[src/verilog/cpu_pkg.sv]
`default_nettype none

package cpu_pkg;

	typedef logic [31:0] word_t;
	typedef logic [4:0]  reg_idx_t;

	//////////////////////////////
	// Instruction word views

	typedef struct packed {
		logic [5:0] opcode;
		reg_idx_t   rs;
		reg_idx_t   rt;
		reg_idx_t   rd;
		logic [4:0] shamt;       // Not decoded, no shifts
		logic [5:0] funct;
	} r_view_t;

	typedef struct packed {
		logic [5:0]  opcode;
		reg_idx_t    rs;
		reg_idx_t    rt;
		logic [15:0] imm;
	} i_view_t;

	typedef struct packed {
		logic [5:0]  opcode;
		logic [25:0] target;
	} j_view_t;

	typedef union packed {
		r_view_t r_view;
		i_view_t i_view;
		j_view_t j_view;
	} instr_u;

	// Opcodes
	localparam logic [5:0] op_rtype = 6'd0;
	localparam logic [5:0] op_j     = 6'd2;
	localparam logic [5:0] op_beq   = 6'd4;
	localparam logic [5:0] op_bne   = 6'd5;
	localparam logic [5:0] op_addi  = 6'd8;
	localparam logic [5:0] op_andi  = 6'd12;
	localparam logic [5:0] op_ori   = 6'd13;
	localparam logic [5:0] op_halt  = 6'd63;

	// R-type funct field
	localparam logic [5:0] fn_add = 6'd32;
	localparam logic [5:0] fn_sub = 6'd34;
	localparam logic [5:0] fn_and = 6'd36;
	localparam logic [5:0] fn_or  = 6'd37;
	localparam logic [5:0] fn_slt = 6'd42;

	typedef enum logic [2:0] {
		alu_add,
		alu_sub,
		alu_and,
		alu_or,
		alu_slt
	} alu_op_e;

	//////////////////////////////
	// Pipeline registers

	typedef struct packed {
		logic   valid;
		word_t  pc;
		instr_u instr;
	} if_id_t;

	typedef struct packed {
		logic     valid;
		alu_op_e  alu_op;
		word_t    a;
		word_t    b;
		reg_idx_t rs;
		reg_idx_t rt;
		logic     use_imm;
		word_t    imm;         // Already extended
		reg_idx_t dest;
		logic     reg_write;
		logic     is_beq;
		logic     is_bne;
		logic     is_halt;
		word_t    pc_plus4;
	} id_ex_t;

	typedef struct packed {
		logic     valid;
		reg_idx_t dest;
		logic     reg_write;
		word_t    value;
		logic     is_halt;
	} ex_wb_t;

	// Register write bundle, also the forward path
	typedef struct packed {
		logic     we;
		reg_idx_t dest;
		word_t    value;
	} wb_t;

	typedef struct packed {
		logic  taken;
		word_t target;
	} redirect_t;

endpackage

`default_nettype wire
[src/verilog/register_file.sv]
`timescale 1ns/1ps
`default_nettype none

module register_file import cpu_pkg::*; (
	input  logic     clk,
	input  logic     reset,
	input  wb_t      wb,
	input  reg_idx_t rs_idx,
	input  reg_idx_t rt_idx,
	input  reg_idx_t dbg_idx,
	output word_t    rs_data,
	output word_t    rt_data,
	output word_t    dbg_data
);

	word_t regs [32];

	// Write-through so decode sees a value retiring this cycle
	function automatic word_t read_port(input reg_idx_t idx);
		if (idx == '0)
			return '0;
		if (wb.we && wb.dest == idx)
			return wb.value;
		return regs[idx];
	endfunction

	always_ff @(posedge clk or posedge reset)
	begin
		if (reset)
		begin
			for (int i = 0; i < 32; i++)
				regs[i] <= '0;
		end
		else if (wb.we && wb.dest != '0)
			regs[wb.dest] <= wb.value;
	end

	assign rs_data  = read_port(rs_idx);
	assign rt_data  = read_port(rt_idx);
	assign dbg_data = (dbg_idx == '0) ? '0 : regs[dbg_idx];   // Plain array read

endmodule

`default_nettype wire

[config.mk]
export PLATFORM = sky130hd
export DESIGN_NAME = register_file
export DESIGN_NICKNAME = d
export VERILOG_FILES = /design/src/verilog/cpu_pkg.sv /design/src/verilog/register_file.sv
export SDC_FILE = /design/constraint.sdc
export NUM_CORES = 2
export LEC_CHECK = 0
export BUFFER_PORTS_ARGS = -buffer_cell sky130_fd_sc_hd__buf_2
export CAP_MARGIN = 20
export CORE_MARGIN = 4
export CORE_UTILIZATION = 60
export CTS_BUF_LIST = sky130_fd_sc_hd__clkbuf_4 sky130_fd_sc_hd__clkbuf_8
export CTS_CLUSTER_DIAMETER = 100
export DETAILED_ROUTE_END_ITERATION = 16
export PLACE_DENSITY = 0.76
export RECOVER_POWER = 100
export SLEW_MARGIN = 25
export SYNTH_ARGS = -nofsm -noshare
export SYNTH_HDL_FRONTEND = slang
export SYNTH_SLANG_ARGS = --single-unit
[constraint.sdc]
create_clock -name clk -period 50.8 [get_ports clk]
set_input_delay 10.16 -clock clk [delete_from_list [all_inputs] [get_ports clk]]
set_output_delay 10.16 -clock clk [all_outputs]
set_load 0.02 [all_outputs]
==> out/metrics.csv <==
metric;value;unit
p_leak;28.6;nW
totalPowerFinal;2.61;mW
cts.clk_slew.worst_paths;0.06;ns
ys.warnings.count;0;
fill_cells;7533;
routedWlPerCell;38.0;um
cts_sinks;1024;
status;complete, but fails checks;
worst_pin_slew;8.59;ns
min_to;regs[999];
vias;45085;
slew_violations;2699;
post_cts_resized;0;
dp_hpwl;128;mm
r2r_start;regs[977];
grt_usage;39.6;%
multiInputGateArea;34900;um^2
critical_path.startpoint_type;input pin;
max_freq;0.0283;GHz
crit_required;40.64;ns
netlist_instances;4319;
rows;118;
yosysSeqAreaShare;40.7;%
wirelength;219;mm
cap_violations;82;
h-tree-depth;4;
min_period;35.31;ns
finClkSkew;0;ns
max_slew_margin;-473;%
dpl-instance-area;64300;um^2
syn2layout_area_growth;7.38;%
die_x;332;um
post_drt_via_cell_ratio;7.82;
dieHeight;332;um
synth_nets;4374;
fin_tns_setup;0;ns
finalInstanceArea;67600;um^2
period_share;69.5;%
clk_latency;0.85;ns
worst_slack;15.49;ns
globalplace.congestion;0.903;
cts_tree;done;
cts_buffers;173;
rr_endpoint;regs[977];
grt.overflow.total;0;
power_density;38.6;nW/um^2
first_pass_iters;6;
start_util;60.7;%
antenna_found_initial;23;
ctsHoldBuffers;0;
dr.first_iter.drc_count;6967;
r2r_slack;49.95;ns
grt_pass1_vias;45119;
dieArea;110000;um^2
root_buffer;clkbuf_8;
io_buffer_count;150;
crit_fanout;56;
largest_reg_flops;1024;
top_register;regs;
io-pin-count;151;
cp.arrival;25.15;ns
min_path_type;reg -> reg;
grt_pass1_wl;318;mm
drive_above_1_share;50.2;%
final_antenna_net_count;0;
ys_ff_latch;1024;
seqCellArea;25600;um^2
critical_path_class;in -> out;
clockBufferDepth;3;
whs_path_depth;0;
final-setup-viol-count;0;
route.detailed.drc;0;
yosysUniqueCellTypes;50;
syn_area;63000;um^2
end_kind;output port;
place_ws;25.37;ns
ff2ff_path_depth;1;
core_area;104000;um^2
ir_drop;0.0000277;V
worst_hold_slack;0.418;ns
finalHoldViolations;0;
avgSynthCellArea;14.6;um^2
worstHoldStart;regs[999];
rsz0062_at_grt;no;
finalNetCount;4288;
grt_max_degree;163;
cts_setup_buffers;0;
violations;capacitance limit, slew limit;
reg_top3;regs: 1024 flops;
==> worst max path at each step <==
| stage | start | to | slack (ns) | cells after the start |
|---|---|---|---|---|
| after floorplan | reset | regs[0] | 11.82 | 1 |
| after global placement | rs_idx[0] | rs_data[3] | 25.42 | 10 |
| after detailed placement | rs_idx[0] | rs_data[3] | 25.37 | 10 |
| after CTS | rs_idx[0] | rs_data[3] | 25.38 | 10 |
| after global routing | rs_idx[0] | rs_data[11] | 14.43 | 11 |
| final | rs_idx[0] | rs_data[3] | 15.49 | 10 |
==> layer usage <==
metal	global-route usage [%]	up-vias	routed length [um]
met1	52.5	23360	76700
li1	-	16992	-
met4	25.4	14	16600
met3	14.8	997	31600
met5	0	-	78
met2	55.2	3722	93900
==> kinds of logic after synthesis <==
| group | synth area share [%] |
|---|---|
| compound gates | 5.49 |
| mux | 47.7 |
| simple gates | 1.85 |
| flops | 40.7 |
| xor+xnor | 0.163 |
| buf+inv | 4.11 |
==> stage by stage <==
step,utilization [%],instances
6_report,65.2,5764
5_1_grt,65.1,5751
4_1_cts,65.6,5746
3_5_place_dp,61.9,5436
3_3_place_gp,61.9,5435
2_1_floorplan,-,4319
==> power by group <==
group	switching (mW)	internal (mW)	total (mW)
registers	0.154	0.971	1.13
clock network	0.361	0.461	0.823
logic	0.289	0.376	0.665
==> critical path: stages <==
cell and delay (ns):
clkbuf_1 3.37, clkbuf_1 2.97, clkbuf_1 2.35, clkbuf_1 2.18, clkbuf_1 2.26, mux4_2 0.72
a22oi_1 0.28, a21oi_1 0.12, a221o_1 0.36, clkbuf_1 0.20
==> cell usage in the layout, fill, tap and decap left out, drive strengths merged, types with 18 or more instances in the layout <==
cell type	synthesis	routed
a21oi	70	70
a221o	26	26
a22oi	190	190
a31oi	19	19
buf	265	139
clkbuf	252	391
dfrtp	1024	1024
inv	35	42
mux2	995	995
mux2i	306	306
mux4	700	700
nand2	123	123
nand3	18	18
nor2	31	31
o211ai	24	24
o21ai	71	71
o221a	22	22
o22ai	26	26
==> cell type report <==
cell class | count | share of cell area, %
clock buffer | 274 | 5.10
multi-input combinational | 2743 | 51.6
inverter | 35 | 0.196
timing repair buffer | 256 | 2.06
sequential | 1024 | 37.9
clock inverter | 36 | 0.562
tap | 1380 | 2.55
antenna | 16 | 0.0592
==> Yosys cell counts (all sizes together) <==
library cell | n | area share, %
a21oi | 70 | 0.56
a221o | 26 | 0.41
clkbuf | 252 | 1.5
nand4 | 10 | 0.099
inv | 35 | 0.21
xor2 | 2 | 0.028
o2111ai | 3 | 0.042
mux2 | 995 | 18
a311o | 1 | 0.016
o221a | 22 | 0.39
or2 | 5 | 0.050
nor3b | 10 | 0.14
a31oi | 19 | 0.19
nand3b | 5 | 0.060
a22oi | 190 | 2.3
and2 | 6 | 0.060
o22ai | 26 | 0.26
buf | 265 | 2.4
nor2 | 31 | 0.19
mux4 | 700 | 25
a221oi | 16 | 0.22
nand2b | 4 | 0.040
a21boi | 1 | 0.012
nor3 | 5 | 0.040
o21ai | 71 | 0.56
a22o | 3 | 0.042
nand2 | 123 | 0.73
o41ai | 2 | 0.040
mux2i | 306 | 4.9
nor2b | 10 | 0.099
o211ai | 24 | 0.29
o221ai | 7 | 0.097
or4 | 1 | 0.018
dfrtp | 1024 | 41
o22a | 7 | 0.097
xnor2 | 8 | 0.14
and3b | 5 | 0.075
and3 | 10 | 0.099
or3b | 1 | 0.014
nand3 | 18 | 0.14
(Power assumes the default switching activity.)
