## config.mk

```make
export PLATFORM = sky130hd
export DESIGN_NAME = decode_stage
export DESIGN_NICKNAME = d
export VERILOG_FILES = /design/src/verilog/cpu_pkg.sv /design/src/verilog/decode_stage.sv
export SDC_FILE = /design/constraint.sdc
export NUM_CORES = 1
export LEC_CHECK = 0
export BUFFER_PORTS_ARGS = -buffer_cell sky130_fd_sc_hd__buf_2
export CAP_MARGIN = 20
export CORE_AREA = 3 3 138 140
export DETAILED_ROUTE_END_ITERATION = 8
export DIE_AREA = 0 0 141 143
export GPL_ROUTABILITY_DRIVEN = 0
export PLACE_DENSITY = 0.56
export SYNTH_ARGS = -nofsm -noshare
export SYNTH_HDL_FRONTEND = slang
export SYNTH_SLANG_ARGS = --single-unit
```

## constraint.sdc

```tcl
create_clock -name clk -period 4.5 [get_ports clk]
set_input_delay 0.45 -clock clk [delete_from_list [all_inputs] [get_ports clk]]
set_output_delay 0.45 -clock clk [all_outputs]
set_load 0.02 [all_outputs]
```

## src/verilog/cpu_pkg.sv

```systemverilog
`default_nettype none

package cpu_pkg;

	typedef logic [31:0] word_t;
	typedef logic [4:0]  reg_idx_t;

	//////////////////////////////
	// Instruction word views

	typedef struct packed {
		logic [5:0] opcode;
		reg_idx_t   rs;
		reg_idx_t   rt;
		reg_idx_t   rd;
		logic [4:0] shamt;       // Not decoded, no shifts
		logic [5:0] funct;
	} r_view_t;

	typedef struct packed {
		logic [5:0]  opcode;
		reg_idx_t    rs;
		reg_idx_t    rt;
		logic [15:0] imm;
	} i_view_t;

	typedef struct packed {
		logic [5:0]  opcode;
		logic [25:0] target;
	} j_view_t;

	typedef union packed {
		r_view_t r_view;
		i_view_t i_view;
		j_view_t j_view;
	} instr_u;

	// Opcodes
	localparam logic [5:0] op_rtype = 6'd0;
	localparam logic [5:0] op_j     = 6'd2;
	localparam logic [5:0] op_beq   = 6'd4;
	localparam logic [5:0] op_bne   = 6'd5;
	localparam logic [5:0] op_addi  = 6'd8;
	localparam logic [5:0] op_andi  = 6'd12;
	localparam logic [5:0] op_ori   = 6'd13;
	localparam logic [5:0] op_halt  = 6'd63;

	// R-type funct field
	localparam logic [5:0] fn_add = 6'd32;
	localparam logic [5:0] fn_sub = 6'd34;
	localparam logic [5:0] fn_and = 6'd36;
	localparam logic [5:0] fn_or  = 6'd37;
	localparam logic [5:0] fn_slt = 6'd42;

	typedef enum logic [2:0] {
		alu_add,
		alu_sub,
		alu_and,
		alu_or,
		alu_slt
	} alu_op_e;

	//////////////////////////////
	// Pipeline registers

	typedef struct packed {
		logic   valid;
		word_t  pc;
		instr_u instr;
	} if_id_t;

	typedef struct packed {
		logic     valid;
		alu_op_e  alu_op;
		word_t    a;
		word_t    b;
		reg_idx_t rs;
		reg_idx_t rt;
		logic     use_imm;
		word_t    imm;         // Already extended
		reg_idx_t dest;
		logic     reg_write;
		logic     is_beq;
		logic     is_bne;
		logic     is_halt;
		word_t    pc_plus4;
	} id_ex_t;

	typedef struct packed {
		logic     valid;
		reg_idx_t dest;
		logic     reg_write;
		word_t    value;
		logic     is_halt;
	} ex_wb_t;

	// Register write bundle, also the forward path
	typedef struct packed {
		logic     we;
		reg_idx_t dest;
		word_t    value;
	} wb_t;

	typedef struct packed {
		logic  taken;
		word_t target;
	} redirect_t;

endpackage

`default_nettype wire
```

## src/verilog/decode_stage.sv

```systemverilog
`timescale 1ns/1ps
`default_nettype none

module decode_stage import cpu_pkg::*; (
	input  logic      clk,
	input  logic      reset,
	input  if_id_t    if_id,
	input  word_t     rs_data,
	input  word_t     rt_data,
	input  redirect_t branch_redirect,
	output reg_idx_t  rs_idx,
	output reg_idx_t  rt_idx,
	output redirect_t jump_redirect,
	output logic      halt_seen,
	output id_ex_t    id_ex
);

	instr_u     ins;
	logic [5:0] opcode;
	word_t      pc_plus4;
	id_ex_t     d;
	logic       halt_hold;      // A halt has already gone on to execute

	assign ins      = if_id.instr;
	assign opcode   = ins.r_view.opcode;
	assign pc_plus4 = if_id.pc + 32'd4;

	assign rs_idx = ins.i_view.rs;
	assign rt_idx = ins.i_view.rt;

	//////////////////////////////
	// Jump and halt

	assign jump_redirect.taken  = if_id.valid && (opcode == op_j);
	assign jump_redirect.target = {pc_plus4[31:28], ins.j_view.target, 2'b00};

	assign halt_seen = (if_id.valid && (opcode == op_halt)) || halt_hold;

	//////////////////////////////
	// Field decode

	always_comb
	begin
		d           = '0;
		d.valid     = if_id.valid && !branch_redirect.taken;  // Squash behind a branch
		d.a         = rs_data;
		d.b         = rt_data;
		d.rs        = ins.i_view.rs;
		d.rt        = ins.i_view.rt;
		d.pc_plus4  = pc_plus4;
		d.alu_op    = alu_add;
		d.dest      = ins.i_view.rt;
		d.imm       = {{16{ins.i_view.imm[15]}}, ins.i_view.imm};
		case (opcode)
			op_rtype:
			begin
				d.dest      = ins.r_view.rd;
				d.reg_write = 1'b1;
				case (ins.r_view.funct)
					fn_add:  d.alu_op = alu_add;
					fn_sub:  d.alu_op = alu_sub;
					fn_and:  d.alu_op = alu_and;
					fn_or:   d.alu_op = alu_or;
					fn_slt:  d.alu_op = alu_slt;
					default: d.reg_write = 1'b0;     // Unknown funct
				endcase
			end
			op_addi:
			begin
				d.use_imm   = 1'b1;
				d.reg_write = 1'b1;
			end
			op_andi, op_ori:
			begin
				d.use_imm   = 1'b1;
				d.reg_write = 1'b1;
				d.imm       = {16'h0000, ins.i_view.imm};     // Logical ops zero-extend
				d.alu_op    = (opcode == op_andi) ? alu_and : alu_or;
			end
			op_beq:  d.is_beq  = 1'b1;
			op_bne:  d.is_bne  = 1'b1;
			op_halt: d.is_halt = 1'b1;
			default: ;                                    // Jump or unknown, no effect downstream
		endcase
	end

	always_ff @(posedge clk or posedge reset)
	begin
		if (reset)
		begin
			id_ex     <= '0;
			halt_hold <= 1'b0;
		end
		else
		begin
			id_ex <= d;
			if (d.valid && d.is_halt)
				halt_hold <= 1'b1;
		end
	end

endmodule

`default_nettype wire

```

==> results.md <==
- Initial antenna violation count: 4
- Post-Synthesis Cells: 315
- Total power: 3080 uW
- Dpl hpwl: 11.0 mm
- WS Path Type: input pin to primary output
- Yosys warns: 0
- Async set-reset flop share out of synthesis: 1.00
- Crit Path Max Fanout: 6
- Unrepaired setup endpoints after global routing: false
- Netlist cell types: 35
- Sequential fraction of the synthesis area: 0.730
- Syn Area/Cell: 15.0 sq um
- Tcrit/Tclk final: 0.589
- I/O pin count: 360
- H-tree depth: 4
- Yosys top cell by area: dfrtp_1
- Setup crit end kind: primary output
- Port Buffers: 325
- Synth area leaders: dfrtp_1, buf_4, xnor2_1
- Setup TNS: 0 ns
- Min Tclk post-route: 2.65 ns
- Cell with the most instances after synthesis: dfrtp_1
- Clk root buf: clkbuf_16
- Final Setup Violations: 0
- GRT Overall Usage: 0.134
- Post-synthesis cell area: 0.00473 sq mm
- Area of the core: 0.0180 sq mm
- Die W: 141 microns
- Post-CTS Resized: 0
- Clk_skew: 0 ns
- Final wirelength: 13.7 mm
- Post-synth top area share: 0.730
- Status: complete, no violations
- Startpoint types: input pin
- Post-synth EDFFs: 0
- CTS Buffer Depth: 2
- Leak: 0.00353 uW
- Number of global-route vias before repair: 3533
- Total die area: 0.0202 sq mm
- DRC viols: 0
- Synth top cells by count: dfrtp_1, buf_4, xnor2_1
- Maxcap violations: 0
- Peak supply drop: 0.240 mV
- Vias per inst: between 4 and 5
- Area Growth Syn to Fin: 44.8%
- CTS sink count: around 140
- Filler cells: roughly 1800
- Final Core Density: 0.381
- Initial core utilization: 0.263
- Relative max-transition margin: 0.496
- Power Density: 450 mW/mm^2
- Final hold vios: 0
- Cell mode on critical path: buf_2
- Postcts setup bufs: 0
- CP max stage delay: 0.59 ns
- Share of cells above drive strength 1: 0.604
- Via count: 3434
- Initial drt markers: 94
- Worst-path clk slew: 0.07 ns
- First-pass GRT wire length: 20.1 mm
- Post-route ant nets: 0
- Buf/Inv on CP: 2
- Largest net degree at the start of global routing: 84
- Drt first pass iters: 4
- Main synth FF type: dfrtp_1
- Hold_buf cts: 0
- Worst Path Required: approximately 4.1 ns
- Worst-path cell chain: buf_2 > ha_1 > nand2_1 > nor4_2 > nand4_1 > xnor2_1 > buf_2
- Worst path slowest cell: nor4_2
- CP delay by family, top: simple AND/OR/NAND/NOR gates
- Fmax: 377 MHz
- Slew Limit Fails: 0
- Congestion Overflow GR: 0
- Final nets: 770
- Worst skew pair latency: 0.41 ns
- Site Rows: 49
- Synth Register Bits: 138
- Die Span Y: 143 microns
- Wire per inst: roughly 16 microns
- Hold crit path type: input pin to flop
- Inserted Clock Buffers: 17
- Critical Path AT: about 2.2 ns
- Worst-Margin Slew: 0.750 ns
- CTS tree: done
==> final cells by class <==
| type | instances | area [sq um] | area share |
|---|---|---|---|
| Antenna cell | 3 | 7.51 | 0.00110 |
| Clock buffer | 17 | 425 | 0.0621 |
| Clock inverter | 15 | 175 | 0.0256 |
| Inverter | 6 | 27.5 | 0.00402 |
| Multi-Input combinational cell | 115 | 830 | 0.121 |
| Sequential cell | 138 | 3450 | 0.504 |
| Tap cell | 229 | 287 | 0.0418 |
| Timing Repair Buffer | 327 | 1640 | 0.240 |
==> cells in the final DEF, fill, tap and decap left out, types with 2 or more instances in the layout <==
master      instances
nand3_1            15
mux2_2              6
nor4_1              2
nand2b_1            3
nand4_1             9
buf_4               2
buf_2             325
and4_1              2
nand2_1            11
diode_2             3
a21o_1              2
clkbuf_16          17
conb_1              2
inv_1               5
clkinv_8            2
nor2_1              9
dfrtp_1           138
o21ai_0             2
nor3_2              2
nor3_1              4
inv_6               7
clkinvlp_4          2
inv_8               4
and3_1              2
xor2_1              7
xnor2_1            21
==> through the flow <==
stage	hold slack, ns	std cells	instance area [sq um]	setup WS, ns
final	0.133	850	6850	1.85
after global routing	0.0999	850	6850	1.58
after floorplan	0.430	316	4730	0.354
after detailed placement	0.448	815	6240	1.78
after CTS	0.109	847	6840	1.78
after global placement	0.442	815	6240	1.82
==> routing by layer <==
| layer | GRT usage | up-vias | share of wire |
|---|---|---|---|
| li1 | - | 1574 | - |
| met2 | 0.227 | 180 | 0.52 |
| met5 | 0 | - | 0 |
| met3 | 0.0559 | 19 | 0.096 |
| met4 | 0.0683 | 0 | 0.021 |
| met1 | 0.144 | 1661 | 0.36 |
==> where the power goes <==
group / total [uW] / internal [uW] / switching (uW)
registers: 1320 / 1300 / 17.5
clock network: 1400 / 795 / 605
logic: 358 / 121 / 237
total: 3080 / 2220 / 859
==> cells by family (layout without fill, tap and decap cells) <==
group / Yosys count / after routing / synth area share
flip-flops: 138 / 138 / 0.730
AND/OR/NAND/NOR: 70 / 70 / 0.0926
buffers and inverters: 63 / 365 / 0.0952
XOR/XNOR: 28 / 28 / 0.0519
AO/OA/AOI/OAI: 7 / 7 / 0.0103
multiplexers: 7 / 7 / 0.0164
adder cells (fa/ha/maj): 1 / 1 / 0.00265
other: 1 / 5 / 0.000793
==> worst paths after layout <==
| path | startpoint | end | slack (ns) | depth (start not counted) |
|---|---|---|---|---|
| min in group asynchronous | reset | id_ex[83]$_DFF_PP0_ | 0.18 | 2 |
| max in group asynchronous | reset | id_ex[145]$_DFF_PP0_ | 3.38 | 3 |
| hold reg to reg | halt_hold$_DFFE_PP0P_ | halt_hold$_DFFE_PP0P_ | 0.46 | 1 |
| setup / recovery | if_id[34] | jump_redirect[28] | 1.85 | 7 |
| setup reg to reg | halt_hold$_DFFE_PP0P_ | halt_hold$_DFFE_PP0P_ | 3.87 | 1 |
| hold / removal | rt_data[20] | id_ex[104]$_DFF_PP0_ | 0.13 | 1 |
==> sequential cells by signal, summed over array words and instances, names as in the netlist <==
register	cells
id_ex	137
halt_hold	1
Note: power is estimated with default switching activity, not from simulation.
