`src/verilog/cpu_pkg.sv`:
```
`default_nettype none

package cpu_pkg;

	typedef logic [31:0] word_t;
	typedef logic [4:0]  reg_idx_t;

	//////////////////////////////
	// Instruction word views

	typedef struct packed {
		logic [5:0] opcode;
		reg_idx_t   rs;
		reg_idx_t   rt;
		reg_idx_t   rd;
		logic [4:0] shamt;       // Not decoded, no shifts
		logic [5:0] funct;
	} r_view_t;

	typedef struct packed {
		logic [5:0]  opcode;
		reg_idx_t    rs;
		reg_idx_t    rt;
		logic [15:0] imm;
	} i_view_t;

	typedef struct packed {
		logic [5:0]  opcode;
		logic [25:0] target;
	} j_view_t;

	typedef union packed {
		r_view_t r_view;
		i_view_t i_view;
		j_view_t j_view;
	} instr_u;

	// Opcodes
	localparam logic [5:0] op_rtype = 6'd0;
	localparam logic [5:0] op_j     = 6'd2;
	localparam logic [5:0] op_beq   = 6'd4;
	localparam logic [5:0] op_bne   = 6'd5;
	localparam logic [5:0] op_addi  = 6'd8;
	localparam logic [5:0] op_andi  = 6'd12;
	localparam logic [5:0] op_ori   = 6'd13;
	localparam logic [5:0] op_halt  = 6'd63;

	// R-type funct field
	localparam logic [5:0] fn_add = 6'd32;
	localparam logic [5:0] fn_sub = 6'd34;
	localparam logic [5:0] fn_and = 6'd36;
	localparam logic [5:0] fn_or  = 6'd37;
	localparam logic [5:0] fn_slt = 6'd42;

	typedef enum logic [2:0] {
		alu_add,
		alu_sub,
		alu_and,
		alu_or,
		alu_slt
	} alu_op_e;

	//////////////////////////////
	// Pipeline registers

	typedef struct packed {
		logic   valid;
		word_t  pc;
		instr_u instr;
	} if_id_t;

	typedef struct packed {
		logic     valid;
		alu_op_e  alu_op;
		word_t    a;
		word_t    b;
		reg_idx_t rs;
		reg_idx_t rt;
		logic     use_imm;
		word_t    imm;         // Already extended
		reg_idx_t dest;
		logic     reg_write;
		logic     is_beq;
		logic     is_bne;
		logic     is_halt;
		word_t    pc_plus4;
	} id_ex_t;

	typedef struct packed {
		logic     valid;
		reg_idx_t dest;
		logic     reg_write;
		word_t    value;
		logic     is_halt;
	} ex_wb_t;

	// Register write bundle, also the forward path
	typedef struct packed {
		logic     we;
		reg_idx_t dest;
		word_t    value;
	} wb_t;

	typedef struct packed {
		logic  taken;
		word_t target;
	} redirect_t;

endpackage

`default_nettype wire
```
`src/verilog/fetch_stage.sv`:
```
`timescale 1ns/1ps
`default_nettype none

module fetch_stage import cpu_pkg::*; #(
	parameter int imem_addr_width = 7
) (
	input  logic                       clk,
	input  logic                       reset,
	input  logic                       load_mode,
	input  logic                       load_we,
	input  logic [imem_addr_width-1:0] load_addr,
	input  word_t                      load_data,
	input  redirect_t                  jump_redirect,
	input  redirect_t                  branch_redirect,
	input  logic                       halt_seen,
	output if_id_t                     if_id
);

	word_t  pc;
	word_t  pc_next;
	word_t  pc_plus4;
	instr_u fetched;
	logic   bubble;

	word_t imem [2**imem_addr_width];

	//////////////////////////////
	// Instruction memory

	// Load port only writes while load mode is held
	always_ff @(posedge clk)
	begin
		if (load_mode && load_we)
			imem[load_addr] <= load_data;
	end

	assign fetched = imem[pc[imem_addr_width+1:2]];     // Word index of the PC

	//////////////////////////////
	// Program counter

	assign pc_plus4 = pc + 32'd4;

	always_comb
	begin
		if (load_mode)
			pc_next = '0;                                 // Restart from 0 after load
		else if (branch_redirect.taken)
			pc_next = branch_redirect.target;
		else if (jump_redirect.taken)
			pc_next = jump_redirect.target;
		else if (halt_seen)
			pc_next = pc;                                 // Freeze behind a halt
		else
			pc_next = pc_plus4;
	end

	always_ff @(posedge clk or posedge reset)
	begin
		if (reset)
			pc <= '0;
		else
			pc <= pc_next;
	end

	// Word fetched this cycle is dropped on any redirect or halt
	assign bubble = load_mode | branch_redirect.taken | jump_redirect.taken | halt_seen;

	always_ff @(posedge clk or posedge reset)
	begin
		if (reset)
			if_id <= '0;
		else
		begin
			if_id.valid <= ~bubble;
			if_id.pc    <= pc;
			if_id.instr <= fetched;
		end
	end

endmodule

`default_nettype wire

```
`config.mk`:
```
export PLATFORM = sky130hd
export DESIGN_NAME = fetch_stage
export DESIGN_NICKNAME = d
export VERILOG_FILES = /design/src/verilog/cpu_pkg.sv /design/src/verilog/fetch_stage.sv
export SDC_FILE = /design/constraint.sdc
export NUM_CORES = 2
export LEC_CHECK = 0
export BUFFER_PORTS_ARGS = -buffer_cell sky130_fd_sc_hd__buf_2
export CORE_ASPECT_RATIO = 0.75
export CORE_MARGIN = 3
export CORE_UTILIZATION = 63
export DETAILED_ROUTE_END_ITERATION = 8
export PLACE_DENSITY_LB_ADDON = 0.25
export SLEW_MARGIN = 20
export SYNTH_ARGS = -nofsm -noshare
export SYNTH_HDL_FRONTEND = slang
export SYNTH_SLANG_ARGS = --single-unit
export TNS_END_PERCENT = 1
```
`constraint.sdc`:
```
create_clock -name clk -period 3.6 [get_ports clk]
set_clock_uncertainty 0.1 [all_clocks]
set_input_delay 0.72 -clock clk [delete_from_list [all_inputs] [get_ports clk]]
set_output_delay 0.72 -clock clk [all_outputs]
set_load 0.02 [all_outputs]
```
==> tab_implementation.tex <==
\begin{tabular}{lr}
\hline
Metric & Value \\
\hline
\multicolumn{2}{l}{\textbf{Detailed routing}} \\
\quad Wire length on met2 & 208000 microns \\
\quad Via count & 86100 \\
\quad Total length of routed met3 wires & 80000 microns \\
\quad Post-detailed-route DRC marker count & 0 \\
\quad Avg Vias per Cell & 7.30 \\
\quad Number of routed nets with antenna violations & 0 \\
\quad Mean routed wirelength per cell & 40.1 microns \\
\quad Top layer used by detailed routing & met5 \\
\quad Detailed router's first-iteration violation count & 16500 \\
\quad Post-Route WL & 473000 microns \\
\quad Wire length on met1 & roughly 160000 microns \\
\quad Number of search-and-repair iterations in the first detailed-routing pass & 7 \\
\multicolumn{2}{l}{\textbf{Worst setup path}} \\
\quad Crit path kind & reg2reg \\
\quad Required time of the critical path & 4.26 ns \\
\quad Max Fanout on Critical Path & 36 \\
\quad Critical Path Source Type & flip-flop \\
\quad Endpoint kind of the worst setup timing path & flip-flop \\
\quad Worst reg-to-reg setup slack & -0.03 ns \\
\quad R2R depth & 7 \\
\quad Data arrival time of the worst path & approximately 4.3 ns \\
\multicolumn{2}{l}{\textbf{CTS}} \\
\quad TritonCTS clock tree & done \\
\quad CTS HTree Levels & 5 \\
\quad \# clock sinks & roughly 4200 \\
\quad Maximum clock path buffer count & 4 \\
\quad Clock-pin slew of the registers on the worst-case setup and hold paths & approximately 0.07 ns \\
\quad Total CTS buffers & 381 \\
\quad Insertion delay of the later-clocked pin in the worst-skew pair & 0.93 ns \\
\quad Root Driver & sky130\_fd\_sc\_hd\_\_clkbuf\_16 \\
\multicolumn{2}{l}{\textbf{Cells and area}} \\
\quad Post-layout instance area & $\sim$180000 sq um \\
\quad Post-layout nets & about 8000 \\
\quad Register area & between 100000 and 150000 sq um \\
\quad Layout overhead on the synthesized area & 14.7\% \\
\quad Number of standard cells in the final layout excluding fillers & $\sim$12000 \\
\quad Multi-input logic area & 34300 sq um \\
\quad Final core utilization & 72.8\% \\
\quad Fraction of layout instances using a drive strength above 1 & 29.6\% \\
\quad Total of fill cells in the finished design & 13700 \\
\multicolumn{2}{l}{\textbf{STA}} \\
\quad Post-route worst hold slack & 0.0405 ns \\
\quad Final number of hold-violating endpoints & 0 \\
\quad Final setup violating endpoints & 3 \\
\quad Setup repair after global routing missed its margin & yes \\
\quad Peak Freq & 0.275 GHz \\
\quad Slew margin rel. & a little over an eighth \\
\quad Worst Max-Slew Pin Slew & roughly 1.3 ns \\
\quad Final Max Slew Viols & 0 \\
\quad Crit share post-route & 101\% \\
\quad Minimum setup slack in the final design & -0.0334 ns \\
\quad Time the final worst path needs with I/O delays and setup & around 3.6 ns \\
\multicolumn{2}{l}{\textbf{Logic synthesis}} \\
\quad Count of different cell masters after synthesis & 83 \\
\quad Synthesis-stage register bit count & 4193 \\
\quad Post-synthesis net count & 7400 \\
\quad Per-instance average area after synthesis & $\sim$22 sq um \\
\quad Synth Warn \# & 0 \\
\quad Cell accounting for the most synthesized area & sky130\_fd\_sc\_hd\_\_edfxtp\_1 \\
\quad Cell count after synthesis & approximately 7300 \\
\quad Proportion of synthesized flip-flops having asynchronous set or reset & $\sim$2.3\% \\
\quad Leading post-synthesis cells by instance count & 4096 x sky130\_fd\_sc\_hd\_\_edfxtp\_1, 880 x sky130\_fd\_sc\_hd\_\_mux4\_2, 451 x sky130\_fd\_sc\_hd\_\_mux2i\_1 \\
\quad Area share of the largest cell type after synthesis & 76.3\% \\
\quad Top post-synthesis cells by area & sky130\_fd\_sc\_hd\_\_edfxtp\_1 76\%, sky130\_fd\_sc\_hd\_\_mux4\_2 12\%, sky130\_fd\_sc\_hd\_\_mux2i\_1 2.8\%, sky130\_fd\_sc\_hd\_\_dfrtp\_1 1.5\%, sky130\_fd\_sc\_hd\_\_a22oi\_1 0.61\% \\
\quad Sequential fraction of the synthesis area & 77.8\% \\
\quad Number of enable-type register cells in the synthesized netlist & 4096 \\
\quad Synth Flop Type & sky130\_fd\_sc\_hd\_\_edfxtp\_1 \\
\quad Post-synth design cell area & 161000 sq um \\
\quad Most frequently used cell type in the post-synthesis netlist & sky130\_fd\_sc\_hd\_\_edfxtp\_1 \\
\multicolumn{2}{l}{\textbf{Global route}} \\
\quad Maximum number of pins on one net before global-route repair & 129 \\
\quad Wire length of the first global-routing pass & 659000 microns \\
\quad Number of global-route vias before repair & 84000 \\
\quad Global-route usage over all layers & approximately 36\% \\
\quad Antenna violations before repair & 59 \\
\quad Overall overflow remaining after global route & 0 \\
\multicolumn{2}{l}{\textbf{Place}} \\
\quad DPL Wire Length & 279000 microns \\
\quad Final weighted congestion in routability-driven placement & roughly 0.92 \\
\quad Post-Place Cell Area & between 150000 and 200000 sq um \\
\quad Number of buffers inserted by port buffering & 174 \\
\quad Placed Instances & 11000 \\
\multicolumn{2}{l}{\textbf{Min path}} \\
\quad Hold Path Stages & 3 \\
\quad Type of the tightest min-delay check & in2reg \\
\multicolumn{2}{l}{\textbf{Die}} \\
\quad Effective utilization at floorplan & between 60\% and 70\% \\
\quad Standard-cell rows & between 150 and 200 \\
\quad Die footprint & 262000 sq um \\
\quad Placeable Area & 254000 sq um \\
\quad Die boundary height & 444 microns \\
\quad Number of I/O pins & $\sim$180 \\
\quad Die boundary width & 590 microns \\
\multicolumn{2}{l}{\textbf{Outcome}} \\
\quad Run status & finished with violations \\
\quad Violated checks & negative setup slack \\
\multicolumn{2}{l}{\textbf{Pwr}} \\
\quad Power density of the placed cells & about 560 nW/um\^{}2 \\
\quad Leak Pwr & between 50 and 60 nW \\
\quad IR drop worst, VDD & 0.538 mV \\
\quad Power after layout & 0.103 W \\
\multicolumn{2}{l}{\textbf{Flow run}} \\
\quad Count of maximum capacitance violations & 0 \\
\hline
\end{tabular}
critical path: stages, from the launching register on:
cell	delay, ns
sky130_fd_sc_hd__dfrtp_4	0.59
sky130_fd_sc_hd__buf_12	0.29
sky130_fd_sc_hd__buf_12	0.31
sky130_fd_sc_hd__mux4_2	0.56
sky130_fd_sc_hd__mux2i_1	0.27
sky130_fd_sc_hd__o22ai_1	0.40
sky130_fd_sc_hd__nor2_1	0.65
sky130_fd_sc_hd__a22oi_1	0.19
flip-flops by register name, indices dropped and copies added, names as in the netlist:
register	flops
imem	4096
pc	32
if_id	65
worst paths after layout:
path / start / endpoint
max in group asynchronous: reset / if_id[12]$_DFF_PP0_
max: pc[2]$_DFFE_PP0P_ / if_id[10]$_DFF_PP0_
min in group asynchronous: reset / pc[14]$_DFFE_PP0P_
min: branch_redirect[24] / pc[24]$_DFFE_PP0P_
max reg2reg: pc[2]$_DFFE_PP0P_ / if_id[10]$_DFF_PP0_
min reg2reg: pc[1]$_DFFE_PP0P_ / if_id[33]$_DFF_PP0_
cells in the final DEF, fill, tap and decap left out, types with 21 or more instances in the layout:
cell type and n:
sky130_fd_sc_hd__o21ai_0 43, sky130_fd_sc_hd__mux2i_1 449, sky130_fd_sc_hd__clkbuf_1 63, sky130_fd_sc_hd__dfrtp_1 90
sky130_fd_sc_hd__clkinv_2 82, sky130_fd_sc_hd__a22o_1 39, sky130_fd_sc_hd__o22ai_1 100, sky130_fd_sc_hd__mux2_2 63
sky130_fd_sc_hd__a2111oi_0 25, sky130_fd_sc_hd__clkbuf_16 389, sky130_fd_sc_hd__o221ai_1 45, sky130_fd_sc_hd__buf_4 408
sky130_fd_sc_hd__bufinv_16 39, sky130_fd_sc_hd__buf_12 216, sky130_fd_sc_hd__clkinv_1 66, sky130_fd_sc_hd__dlygate4sd3_1 21
sky130_fd_sc_hd__edfxtp_1 4096, sky130_fd_sc_hd__nand3_1 34, sky130_fd_sc_hd__a22oi_1 131, sky130_fd_sc_hd__buf_2 142
sky130_fd_sc_hd__a211oi_1 58, sky130_fd_sc_hd__nand2_1 104, sky130_fd_sc_hd__nor3_1 27, sky130_fd_sc_hd__a221oi_1 33
sky130_fd_sc_hd__nor2_1 102, sky130_fd_sc_hd__a21oi_1 61, sky130_fd_sc_hd__nand4_1 24, sky130_fd_sc_hd__nor2_4 130
sky130_fd_sc_hd__nor2b_1 27, sky130_fd_sc_hd__diode_2 43, sky130_fd_sc_hd__mux4_2 880
logic make-up (layout without fill, tap and decap cells):
logic type / count (synthesis) / after routing / share of synthesized area [%]
compound gates: 702 / 702 / 3.27
other cells: 0 / 43 / 0
fa+ha+maj: 1 / 1 / 0.00776
mux: 1394 / 1394 / 15.5
xor+xnor: 10 / 10 / 0.0543
buf+inv: 430 / 1494 / 1.67
flops: 4193 / 4193 / 77.8
simple gates: 559 / 559 / 1.69
area by class of cell:
cell class              count  area share (%)
clock buffers             468            5.50
well taps                3402            2.30
inverters                  10          0.0217
clock inverters           222            1.19
repair buffers            794            4.55
multi-input cells        2666            18.5
flip-flops and latches   4193            67.8
diodes                     43          0.0582
power breakdown:
group	internal, W	total [W]	switching [W]	leakage, nW
Combinational	0.00283	0.00785	0.00502	13.7
Sequential	0.0538	0.0542	0.000433	38.0
Clock	0.0229	0.0408	0.0178	6.07
per-layer routing:
metal	track usage, %	vias to the layer above
li1	-	32500
met1	52.2	44500
met5	0	-
met4	14.7	20
met2	51.8	7899
met3	13.0	1147
what timing repair did:
action | CTS | global route
gates resized for setup | 7 | 11
hold endpoints to repair | 84 | 0
gates cloned | 0 | 1
setup buffers | 0 | 5
hold buffers | 21 | 0
pin swaps | 0 | 1
setup endpoints to repair | 5 | 10
through the flow:
stage                     TNS [ns]  worst slack, ns
after floorplan            -235.09           -0.121
after global placement       -1.53           -0.431
after detailed placement    -0.823           -0.375
after CTS                        0          0.00842
after global routing        -0.121          -0.0775
final                      -0.0386          -0.0334
Note: power is estimated with default switching activity, not from simulation.
